`src/verilog/poly_config.svh`:
```
/* Polynomial actor configuration.
   Word widths, table sizes and limits shared by the design. */
`ifndef POLY_CONFIG_SVH
`define POLY_CONFIG_SVH

`define POLY_WORD_W   16 // Data and command words.
`define POLY_RES_W    32 // Result and status words.

`define POLY_COUNT    8  // Stored polynomials.
`define POLY_MAX_DEG  10 // Highest degree, 11 coefficients.

`define POLY_ID_W     3  // Polynomial select.
`define POLY_IDX_W    4  // Degree, block length and coefficient index.

`endif

```
`src/verilog/poly_pkg.sv`:
```
/* Polynomial actor package.
   Command, status and execute-path types. */
`include "poly_config.svh"

package poly_pkg;

   typedef logic [`POLY_ID_W-1:0]  poly_id_t;
   typedef logic [`POLY_IDX_W-1:0] idx_t;
   typedef logic [4:0]             emit_cnt_t;

   typedef enum logic [1:0] {STP, EVP, EVB, RST} opcode_e;

   typedef enum logic [1:0] {SETUP = 2'd0, INSTR = 2'd1} fire_mode_e;

   typedef enum logic [1:0] {OK, UNSET, BAD_COUNT, NO_CMD} err_e;

   // Command word as read from the command FIFO.
   typedef struct packed {
      opcode_e    op;
      poly_id_t   poly_id;
      idx_t       count;   // Degree for STP, block length for EVB.
      logic [6:0] rsvd;
   } cmd_t;

   typedef struct packed {
      opcode_e     op;
      poly_id_t    poly_id;
      err_e        err;
      emit_cnt_t   emitted; // Results given in this firing.
      logic [19:0] rsvd;
   } status_t;

   // One item from execute to the output stage.
   typedef struct packed {
      logic [`POLY_RES_W-1:0] value;
      err_e                   err;
      logic                   has_value; // Clear for status-only items.
      logic                   last;      // Final item of the firing.
   } exec_out_t;

endpackage

```
`src/verilog/cmd_decode.sv`:
```
/* Command decoder.
   Takes one word from the command FIFO and holds it with its count check. */
`timescale 1ns/1ps
`include "poly_config.svh"

module cmd_decode
   import poly_pkg::*;
(
   input  logic                    clk,
   input  logic                    rst,
   input  logic                    go,
   input  logic [`POLY_WORD_W-1:0] cmd_word,
   input  logic                    cmd_avail,
   output logic                    cmd_rd,
   output cmd_t                    cmd,
   output logic                    cmd_valid,
   output logic                    bad_count,
   output logic                    decode_done
);

   logic busy;
   cmd_t word_in;

   assign word_in = cmd_t'(cmd_word);
   assign cmd_rd  = busy && cmd_avail; // Consume as soon as a word is there.

   always_ff @(posedge clk or negedge rst)
   begin
      if (!rst)
      begin
         busy        <= 1'b0;
         cmd_valid   <= 1'b0;
         decode_done <= 1'b0;
      end
      else
      begin
         decode_done <= cmd_rd;
         if (go)
            busy <= 1'b1;
         else if (cmd_rd)
            busy <= 1'b0;
         if (cmd_rd)
            cmd_valid <= 1'b1; // Stays set until reset.
      end
   end

   always_ff @(posedge clk)
   begin
      if (cmd_rd)
      begin
         cmd       <= word_in;
         bad_count <= (word_in.op == STP && word_in.count > `POLY_MAX_DEG) ||
                      (word_in.op == EVB && word_in.count == '0);
      end
   end

   // A new decode only starts once the last one has read its word.
   assert property (@(posedge clk) disable iff (!rst)
      go |-> !busy);

endmodule

```
`src/verilog/coef_store.sv`:
```
/* Coefficient store.
   Coefficients of every polynomial plus a degree and valid table. */
`timescale 1ns/1ps
`include "poly_config.svh"

module coef_store
   import poly_pkg::*;
(
   input  logic                    clk,
   input  logic                    rst,
   input  logic                    wr_en,
   input  poly_id_t                wr_id,
   input  idx_t                    wr_idx,
   input  logic [`POLY_WORD_W-1:0] wr_data,
   input  logic                    set_deg,
   input  idx_t                    deg_in,
   input  logic                    clear_all,
   input  poly_id_t                rd_id,
   input  idx_t                    rd_idx,
   output logic [`POLY_WORD_W-1:0] rd_data,
   output idx_t                    deg,
   output logic                    deg_valid
);

   logic [`POLY_WORD_W-1:0] coef_mem [`POLY_COUNT][`POLY_MAX_DEG+1];
   idx_t                    deg_tab  [`POLY_COUNT];
   logic [`POLY_COUNT-1:0]  valid_tab;

   always_ff @(posedge clk)
   begin
      if (wr_en)
         coef_mem[wr_id][wr_idx] <= wr_data;
      if (set_deg)
         deg_tab[wr_id] <= deg_in;
      rd_data <= coef_mem[rd_id][rd_idx]; // Data one cycle after address.
   end

   always_ff @(posedge clk or negedge rst)
   begin
      if (!rst)
         valid_tab <= '0;
      else if (clear_all)
         valid_tab <= '0; // RST command.
      else if (set_deg)
         valid_tab[wr_id] <= 1'b1;
   end

   assign deg       = deg_tab[rd_id];
   assign deg_valid = valid_tab[rd_id];

   assert property (@(posedge clk) disable iff (!rst)
      wr_en |-> wr_idx <= `POLY_MAX_DEG);

endmodule

```
`src/verilog/firing_ctrl.sv`:
```
/* Firing controller.
   Sequences decode or execute for each start pulse and answers with done. */
`timescale 1ns/1ps

module firing_ctrl
   import poly_pkg::*;
(
   input  logic       clk,
   input  logic       rst,
   input  logic       start,
   input  fire_mode_e mode,
   input  logic       decode_done,
   input  logic       fire_done,
   output logic       decode_go,
   output logic       exec_go,
   output logic       done
);

   typedef enum logic [1:0] {IDLE, DECODE, EXEC, FINISH} state_e;

   state_e state;

   always_ff @(posedge clk or negedge rst)
   begin
      if (!rst)
      begin
         state     <= IDLE;
         decode_go <= 1'b0;
         exec_go   <= 1'b0;
      end
      else
      begin
         decode_go <= 1'b0;
         exec_go   <= 1'b0;
         case (state)
            IDLE:
               if (start && mode == SETUP)
               begin
                  decode_go <= 1'b1;
                  state     <= DECODE;
               end
               else if (start && mode == INSTR)
               begin
                  exec_go <= 1'b1;
                  state   <= EXEC;
               end
            DECODE:
               if (decode_done)
                  state <= FINISH;
            EXEC:
               if (fire_done)
                  state <= IDLE;
            FINISH:
               state <= IDLE;
            default:
               state <= IDLE;
         endcase
      end
   end

   // INSTR done lines up with the status strobe.
   assign done = (state == FINISH) || (state == EXEC && fire_done);

   // The decoder only answers a decode that was started here.
   assert property (@(posedge clk) disable iff (!rst)
      decode_done |-> state == DECODE);

   // The output stage only finishes a firing that was started here.
   assert property (@(posedge clk) disable iff (!rst)
      fire_done |-> state == EXEC);

endmodule

```
`src/verilog/poly_actor.sv`:
```
/* Polynomial evaluation actor.
   Top level joining control, decode, store, execute and output stages. */
`timescale 1ns/1ps
`include "poly_config.svh"

module poly_actor
   import poly_pkg::*;
(
   input  logic                    clk,
   input  logic                    rst,
   input  logic                    start,
   input  fire_mode_e              mode,
   output logic                    done,
   input  logic [`POLY_WORD_W-1:0] cmd_word,
   input  logic                    cmd_avail,
   output logic                    cmd_rd,
   input  logic [`POLY_WORD_W-1:0] data_word,
   input  logic                    data_avail,
   output logic                    data_rd,
   output logic [`POLY_RES_W-1:0]  result_word,
   output logic                    result_wr,
   output status_t                 status_word,
   output logic                    status_wr
);

   logic decode_go, exec_go, decode_done, fire_done;
   cmd_t cmd;
   logic cmd_valid, bad_count;

   logic                    wr_en, set_deg, clear_all, deg_valid;
   poly_id_t                wr_id, rd_id;
   idx_t                    wr_idx, rd_idx, deg_in, deg;
   logic [`POLY_WORD_W-1:0] wr_data, rd_data;

   exec_out_t exec_out;
   logic      exec_out_en;

   firing_ctrl u_ctrl (.*);

   cmd_decode u_decode (.go(decode_go), .*);

   coef_store u_store (.*);

   poly_exec u_exec (.go(exec_go), .*);

   result_emit u_emit (.*);

endmodule

```
`src/verilog/poly_exec.sv`:
```
/* Command execution.
   Runs STP, EVP, EVB and RST and evaluates polynomials with Horner's rule. */
`timescale 1ns/1ps
`include "poly_config.svh"

module poly_exec
   import poly_pkg::*;
(
   input  logic clk,
   input  logic rst,
   input  logic go,
   input  cmd_t cmd,
   input  logic cmd_valid,
   input  logic bad_count,
   input  logic [`POLY_WORD_W-1:0] data_word,
   input  logic data_avail,
   output logic data_rd,
   output logic wr_en,
   output poly_id_t wr_id,
   output idx_t wr_idx,
   output logic [`POLY_WORD_W-1:0] wr_data,
   output logic set_deg,
   output idx_t deg_in,
   output logic clear_all,
   output poly_id_t rd_id,
   output idx_t rd_idx,
   input  logic [`POLY_WORD_W-1:0] rd_data,
   input  idx_t deg,
   input  logic deg_valid,
   output exec_out_t exec_out,
   output logic exec_out_en
);

   localparam int PAD = `POLY_RES_W - `POLY_WORD_W;

   typedef enum logic [2:0] {IDLE, LOAD, GET_X, FETCH, MAC} state_e;

   state_e                  state;
   idx_t                    idx;       // Coefficient index.
   idx_t                    remaining; // x values still to evaluate.
   logic [`POLY_WORD_W-1:0] x;
   logic [`POLY_RES_W-1:0]  acc;
   logic [`POLY_RES_W-1:0]  mac_val;
   logic                    take_x;
   err_e                    go_err;

   always_comb
   begin
      if (!cmd_valid)
         go_err = NO_CMD;
      else if (bad_count)
         go_err = BAD_COUNT;
      else if ((cmd.op == EVP || cmd.op == EVB) && !deg_valid)
         go_err = UNSET;
      else
         go_err = OK;
   end

   assign take_x    = state == GET_X && data_avail;
   assign data_rd   = data_avail && (state == LOAD || state == GET_X);
   assign wr_en     = state == LOAD && data_avail;
   assign set_deg   = wr_en && idx == cmd.count; // Last coefficient makes it valid.
   assign clear_all = state == IDLE && go && go_err == OK && cmd.op == RST;
   assign wr_id     = cmd.poly_id;
   assign rd_id     = cmd.poly_id;
   assign wr_idx    = idx;
   assign rd_idx    = idx;
   assign wr_data   = data_word;
   assign deg_in    = cmd.count;
   assign mac_val   = acc * {{PAD{1'b0}}, x} + {{PAD{1'b0}}, rd_data};

   always_ff @(posedge clk or negedge rst)
   begin
      if (!rst)
      begin
         state       <= IDLE;
         idx         <= '0;
         remaining   <= '0;
         exec_out_en <= 1'b0;
      end
      else
      begin
         exec_out_en <= 1'b0;
         case (state)
            IDLE:
               if (go)
               begin
                  idx       <= '0;
                  remaining <= (cmd.op == EVB) ? cmd.count : idx_t'(1);
                  if (go_err != OK || cmd.op == RST)
                     exec_out_en <= 1'b1; // Status only.
                  else if (cmd.op == STP)
                     state <= LOAD;
                  else
                     state <= GET_X;
               end
            LOAD:
               if (data_avail)
               begin
                  idx <= idx + 1'b1;
                  if (idx == cmd.count)
                  begin
                     exec_out_en <= 1'b1;
                     state       <= IDLE;
                  end
               end
            GET_X:
               if (data_avail)
               begin
                  idx   <= '0;
                  state <= FETCH;
               end
            FETCH:
               state <= MAC; // Wait for the store read.
            MAC:
               if (idx == deg)
               begin
                  exec_out_en <= 1'b1;
                  remaining   <= remaining - 1'b1;
                  state       <= (remaining == idx_t'(1)) ? IDLE : GET_X;
               end
               else
               begin
                  idx   <= idx + 1'b1;
                  state <= FETCH;
               end
            default:
               state <= IDLE;
         endcase
      end
   end

   always_ff @(posedge clk)
   begin
      if (take_x)
      begin
         x   <= data_word;
         acc <= '0;
      end
      else if (state == MAC)
         acc <= mac_val;
      if (state == MAC)
      begin
         exec_out.value     <= mac_val;
         exec_out.err       <= OK;
         exec_out.has_value <= 1'b1;
         exec_out.last      <= remaining == idx_t'(1);
      end
      else
      begin
         exec_out.value     <= '0;
         exec_out.err       <= go_err; // OK at the end of STP.
         exec_out.has_value <= 1'b0;
         exec_out.last      <= 1'b1;
      end
   end

   // Data is only read for a decoded command that passed the count check.
   assert property (@(posedge clk) disable iff (!rst)
      data_rd |-> cmd_valid && !bad_count);

endmodule

```
`src/verilog/result_emit.sv`:
```
/* Result stage.
   Drives result and status strobes and counts results per firing. */
`timescale 1ns/1ps
`include "poly_config.svh"

module result_emit
   import poly_pkg::*;
(
   input  logic                   clk,
   input  logic                   rst,
   input  exec_out_t              exec_out,
   input  logic                   exec_out_en,
   input  cmd_t                   cmd,
   output logic [`POLY_RES_W-1:0] result_word,
   output logic                   result_wr,
   output status_t                status_word,
   output logic                   status_wr,
   output logic                   fire_done
);

   emit_cnt_t emit_cnt;
   emit_cnt_t next_cnt;

   assign next_cnt  = emit_cnt + emit_cnt_t'(exec_out.has_value);
   assign fire_done = status_wr; // Status closes every INSTR firing.

   always_ff @(posedge clk or negedge rst)
   begin
      if (!rst)
      begin
         result_wr <= 1'b0;
         status_wr <= 1'b0;
         emit_cnt  <= '0;
      end
      else
      begin
         result_wr <= exec_out_en && exec_out.has_value;
         status_wr <= exec_out_en && exec_out.last;
         if (exec_out_en)
            emit_cnt <= exec_out.last ? '0 : next_cnt;
      end
   end

   always_ff @(posedge clk)
   begin
      if (exec_out_en && exec_out.has_value)
         result_word <= exec_out.value;
      if (exec_out_en && exec_out.last)
      begin
         status_word.op      <= cmd.op;
         status_word.poly_id <= cmd.poly_id;
         status_word.err     <= exec_out.err;
         status_word.emitted <= next_cnt; // Includes a value on this item.
         status_word.rsvd    <= '0;
      end
   end

endmodule
```
`config.mk`:
```
export PLATFORM = sky130hd
export DESIGN_NAME = poly_actor
export DESIGN_NICKNAME = d
export VERILOG_FILES = /design/src/verilog/poly_pkg.sv /design/src/verilog/cmd_decode.sv /design/src/verilog/coef_store.sv /design/src/verilog/firing_ctrl.sv /design/src/verilog/poly_actor.sv /design/src/verilog/poly_exec.sv /design/src/verilog/result_emit.sv
export VERILOG_INCLUDE_DIRS = /design/src /design/src/verilog
export SDC_FILE = /design/constraint.sdc
export NUM_CORES = 2
export LEC_CHECK = 0
export BUFFER_PORTS_ARGS = -buffer_cell sky130_fd_sc_hd__buf_2
export CORE_ASPECT_RATIO = 1.5
export CORE_UTILIZATION = 45
export DETAILED_ROUTE_END_ITERATION = 12
export SYNTH_ARGS = -nofsm -noshare
export SYNTH_HDL_FRONTEND = slang
export SYNTH_SLANG_ARGS = --single-unit
```
`constraint.sdc`:
```
create_clock -name clk -period 11 [get_ports clk]
set_clock_uncertainty 0.15 [all_clocks]
set_input_delay 2.2 -clock clk [delete_from_list [all_inputs] [get_ports clk]]
set_output_delay 2.2 -clock clk [all_outputs]
set_load 0.01 [all_outputs]
```
After elaboration in Yosys (flattened, before gate mapping)
Memories as Yosys holds them, arrays and structs flattened. A register that Yosys moved wholly into a read port is not among the register bits.
Cells that the tools add are included.
W data, S select, Z words.
{ "totals": {"out_inout_bits": 69, "wordCells": 167, "memories": 2, "ff_bits": 188, "ramBits": 1440, "inputBits": 39} }
{ "mem_list": {"columns": ["memory", "depth", "width", "read_ports", "rd_ports_with_merged_regs", "wr", "line", "source"], "rows": [
  ["u_store.coef_mem", 8, 176, 1, 1, 1, "coef_store.sv:25", "logic [`POLY_WORD_W-1:0] coef_mem [`POLY_COUNT][`POLY_MAX_DEG+1];"],
  ["u_store.deg_tab", 8, 4, 1, 1, 1, "coef_store.sv:26", "idx_t deg_tab [`POLY_COUNT];"]
]} }
{ "classes": {"n_addsub": 4, "bitwise_logic": 2, "n_lt_le_gt_ge": 5, "mul": 1, "mux": 58, "reduce_logical": 40, "eq_ne": 25} }
{ "ops": {"columns": ["cell", "n"], "rows": [
  ["$mux W176", 1],
  ["$bmux W16 S4", 1],
  ["$demux W16 S4", 1],
  ["$mux W16", 3],
  ["$add A32 B16 Y32", 1],
  ["$mul A32 B16 Y32", 1],
  ["$mux W4", 7],
  ["$mux W3", 8],
  ["$logic_and A1 B1 Y1", 18],
  ["$mux W1", 18],
  ["$mux W2", 9],
  ["$mux W8", 2],
  ["$pmux W4 S4", 1],
  ["$pmux W3 S5", 1],
  ["$ne A2 B2 Y1 const B", 6],
  ["$eq A2 B2 Y1 const B", 5],
  ["$logic_not A2 Y1", 5],
  ["$reduce_and A5 Y1", 2],
  ["$eq A4 B4 Y1", 2],
  ["$or A8 B8 Y8", 1],
  ["$pmux W2 S4", 1],
  ["$pmux W4 S2", 1],
  ["$reduce_bool A2 Y1", 4],
  ["$eq A2 B1 Y1 const B", 3],
  ["25 further kinds", 33]
]} }

Logic depth before layout (Yosys ltp)
{ "logic_depth": {"depth_word": 12, "depth_mapped": 25, "depth_no_buf": 23} }

Cells and area by module
From an unflattened synthesis, not the netlist that was laid out.
{ "unflattened": {"cells_unflattened": 4426, "area_unflattened_um2": 74724.2} }
{ "by_module_without_submodules": {"columns": ["mod", "area_each_um2", "instances", "seq_area_each_um2", "cells_per_inst"], "rows": [
  ["coef_store", 56087.5, 1, 43762.0, 2463],
  ["poly_exec", 15967.8, 1, 2142.1, 1820],
  ["result_emit", 1848.0, 1, 1496.4, 101],
  ["cmd_decode", 649.4, 1, 585.6, 28],
  ["firing_ctrl", 171.4, 1, 100.1, 14]
]} }

Least setup slack after synthesis
Ideal clock, no wire load.
{ "synth_path": {"path_kind": "flip-flop to flip-flop", "from": "register u_exec.x[2]", "to": "register u_exec.acc[30]", "synth_period_minus_slack_ns": 6.329, "stages_incl_launch_ff": 23, "arrival_ns": 6.062, "slack_ns": 4.671, "required_time_ns": 10.733, "cell_sequence": "edfxtp_1 -> clkbuf_1 -> clkbuf_1 -> and2_1 -> fa_1 -> inv_1 -> fa_1 -> fa_1 -> fa_1 -> fa_1 -> fa_1 -> inv_1 -> ha_1 -> clkbuf_1 -> a21oi_1 -> o21ai_0 -> a221o_1 -> a221oi_1 -> o41ai_1 -> a31o_2 -> a31oi_1 -> xnor2_1 -> a22o_1"} }
{ "synth_via": {"elab_chain_cells": 2} }
{ "synth_rtl": {"columns": ["item", "line", "source"], "rows": [
  ["start: declaration", "poly_exec.sv:41", "logic [`POLY_WORD_W-1:0] x;"],
  ["start signal: assignment", "poly_exec.sv:137", "x <= data_word;"],
  ["$mul A32 B16 Y32", "poly_exec.sv:70", "assign mac_val = acc * {{PAD{1'b0}}, x} + {{PAD{1'b0}}, rd_data};"],
  ["$add A32 B16 Y32", "poly_exec.sv:70", null],
  ["end signal: assignment", "poly_exec.sv:141", "acc <= mac_val;"],
  ["end: declaration", "poly_exec.sv:42", "logic [`POLY_RES_W-1:0] acc;"]
]} }
Every way passes these cells.
A chain may end at the register's enable or synchronous reset.

Final worst setup path
{ "layout_path": {"from": "register u_exec.x[4]", "to": "register, netlist name u_exec.exec_out[34]"} }
{ "layout_via": {"elab_chain_cells": 2} }
{ "layout_rtl": {"columns": ["item", "line"], "rows": [
  ["$mul A32 B16 Y32", "poly_exec.sv:70"],
  ["$add A32 B16 Y32", "poly_exec.sv:70"]
]} }
Every way passes these cells.

==> flow_metrics.py <==
metrics = {
    "worst_setup_path": {
        "path_common_cell": "fa_1",
        "max_stage_delay_ps": 1210,
        "worst-r2r-cell-count": 19,
        "crit_chain": "and2_1, fa_1, inv_1, fa_1, fa_1, fa_1, fa_1, fa_1, inv_1, ha_1, a21oi_1, o21ai_0, a221o_1, a221oi_1, o41ai_2, a31o_2, a31oi_1, xnor2_1, and2_1",
        "crit_buf_inv": 2,
        "regToRegSetupSlack_ps": 3490,
        "cp.arrival_ps": 8070,
        "required_ps": 11560,
        "worstSetupPathType": "reg -> reg",
        "cp-start-kind": "register",
        "crit_cells": 19,
        "crit_path_max_fanout": 28,
        "crit_family": "adder cells",
        "critPathSlowestCell": "edfxtp_1",
        "cp-end-kind": "register",
    },
    "synth": {
        "synth-compound-area-share_pct": 1.63,
        "seq_area_frac_synth_pct": 65.2,
        "synthMuxAreaShare_pct": 14.3,
        "yosysUniqueCellTypes": 63,
        "synth.avg_cell_area_sq_um": 18.1,
        "synthCells": 4057,
        "synth_flop_cell": "edfxtp_1",
        "ys_async_sr_fraction_pct": 2.08,
        "syn_area_sq_um": 73500,
        "synth_top_family_by_area": "multiplexers",
        "synth-xor-area-share_pct": 0.810,
        "yosysWarnings": 0,
        "ys_ff_latch": 1631,
        "synth_edf_count": 1510,
        "synthAdderAreaFrac_pct": 10.3,
        "yosys.area_share.simple_pct": 4.59,
    },
    "power": {
        "power_leakage_uw": 0.0272,
        "cellPowerDensity_nw_per_um2": 297,
        "vdd_ir_drop_max_mv": 0.512,
    },
    "finish": {
        "fin_nets": 4658,
        "multiInputGateArea_sq_um": 23400,
        "syn2layout_area_growth_pct": 10.9,
        "final_cell_mix": "edfxtp_1, mux4_2, fa_1",
        "fillers": 13300,
        "seq_area_sq_um": 47900,
        "stdcell_area_sq_um": 81500,
        "layout_commonest_cell": "edfxtp_1",
        "drive_gt1_share_pct": 21.1,
    },
    "sta": {
        "slew_headroom_pct": 13.1,
        "worst_pin_slew_ps": 1300,
        "rsz0062_at_grt": "false",
        "finalSetupViolations": 0,
        "whs_ps": 246,
        "fin_tns_setup_ps": 0,
        "min_period_ps": 7510,
        "finalMaxSlewViolations": 0,
        "hold_violations": 0,
        "period_share_pct": 68.3,
        "setup_ws_ps": 3490,
        "max_freq_ghz": 0.133,
    },
    "die": {
        "start_util_pct": 45.3,
        "io_pins": 108,
        "fp.dieH_um": 497,
        "coreArea_sq_um": 162000,
        "die_area_sq_um": 165000,
        "dieWidth_um": 332,
        "rows": 181,
    },
    "drt": {
        "drtIter0Drc": 3003,
        "wl_mm": 179,
        "drt-pass1-iter-count": 5,
        "vias": 36400,
        "ant_nets": 0,
        "avgViaCountPerCell": 5.65,
        "drc": 0,
        "wire_per_inst_um": 27.8,
    },
    "placement": {
        "hpwlAfterDp_mm": 113,
        "dpl_worst_slack_ps": 3570,
        "gp_congestion": 0.815,
        "portBuffers": 80,
        "placedInstanceArea_sq_um": 76500,
    },
    "grt": {
        "grt_max_degree": 90,
        "grt_pass1_vias": 38600,
        "grt_usage_pct": 22.2,
        "grt_antenna_before_repair": 3,
        "grt_overflow": 0,
        "grt_pass1_wl_mm": 264,
    },
    "clock_network": {
        "clkLatencyLatePin_ps": 800,
        "cts_tree": "done",
        "numCtsBuffers": 154,
        "numClockSinks": 1631,
        "cts.htree.levels": 4,
        "cts_resized": 0,
        "clk_pin_slew_worst_paths_ps": 70,
        "cts_root_buf": "clkbuf_16",
        "cts_buffer_depth": 3,
        "cts_setup_buffers": 0,
        "ctsHoldBuffers": 0,
    },
    "hold_path": {
        "min_path_cells": 0,
        "hold_path.class": "reg -> reg",
    },
    "status": {
        "outcome": "finished clean",
    },
    "run": {
        "cap_violations": 0,
    },
}
## synth_stat cells, drive strengths merged, types with 27 or more instances
cell type	count	area share, %
fa	319	8.7
nand2	298	1.5
xnor2	47	0.56
o21ai	36	0.25
inv	299	1.5
buf	95	0.86
clkbuf	138	0.70
mux2i	27	0.37
nor2	149	0.76
a21oi	77	0.52
dfrtp	34	1.2
dfxtp	87	2.4
and2	199	1.7
ha	94	1.6
edfxtp	1510	62
mux4	452	14
## state kept, by name (all words and copies together), names as in the netlist, 3 cells and up, named ones only
signal,cells
u_store.coef_mem,1408
u_exec.exec_out,36
u_emit.result_word,32
u_exec.acc,32
u_store.deg_tab,32
u_exec.x,16
u_store.rd_data,16
u_emit.status_word,12
u_decode.cmd,9
u_store.valid_tab,8
u_emit.emit_cnt,5
u_exec.rd_idx,4
u_exec.remaining,4
u_exec.state,3
## layer usage
layer / track usage, % / vias up / share of wire [%]
met4: 7.79 / 0 / 3.4
met3: 2.72 / 257 / 4.4
li1: - / 15400 / -
met2: 40.7 / 982 / 55
met5: 0 / - / 0
met1: 26.8 / 19700 / 37
## area by class of cell
type	count	share of cell area [%]
inverters	311	1.44
well taps	2104	3.23
clock inverters	91	1.06
flip-flops and latches	1631	58.8
diodes	3	0.00921
clock buffers	189	5.02
repair buffers	207	1.73
multi-input cells	1901	28.7
## worst paths after layout
kind | start | to
min in group asynchronous | rst | u_store.valid_tab[2]$_DFFE_PN0P_
worst min-delay path | u_exec.exec_out[12]$_SDFF_PN0_ | u_emit.result_word[8]$_DFFE_PP_
worst min register to register | u_exec.exec_out[12]$_SDFF_PN0_ | u_emit.result_word[8]$_DFFE_PP_
worst max-delay path | u_exec.x[4]$_DFFE_PP_ | u_exec.exec_out[34]$_SDFF_PN0_
max in group asynchronous | rst | u_emit.emit_cnt[4]$_DFFE_PN0P_
worst max register to register | u_exec.x[4]$_DFFE_PP_ | u_exec.exec_out[34]$_SDFF_PN0_
## cells by family (layout without fill, tap and decap cells)
family,after synthesis,count (layout)
flip-flops,1631,1631
AND/OR/NAND/NOR,719,719
buffers and inverters,544,798
multiplexers,484,484
adder cells (fa/ha/maj),413,413
AO/OA/AOI/OAI,197,197
XOR/XNOR,68,68
other,1,23
## where the power goes
part           internal, uW  leakage [uW]  total [uW]  switching [uW]
Combinational          4670        0.0100       11600            6900
Clock                  2910       0.00242        5270            2360
Sequential             6970        0.0148        7330             361
Total                 14500        0.0272       24200            9620
## metrics by stage
stage	std cells	util (%)	total power [uW]
after floorplan	4076	-	15500
after global placement	6154	47.2	19000
after detailed placement	6154	47.2	19100
after CTS	6434	50.2	24400
after global routing	6435	50.2	25800
final	6437	50.2	24200
Power figures use the tool's default switching activity.
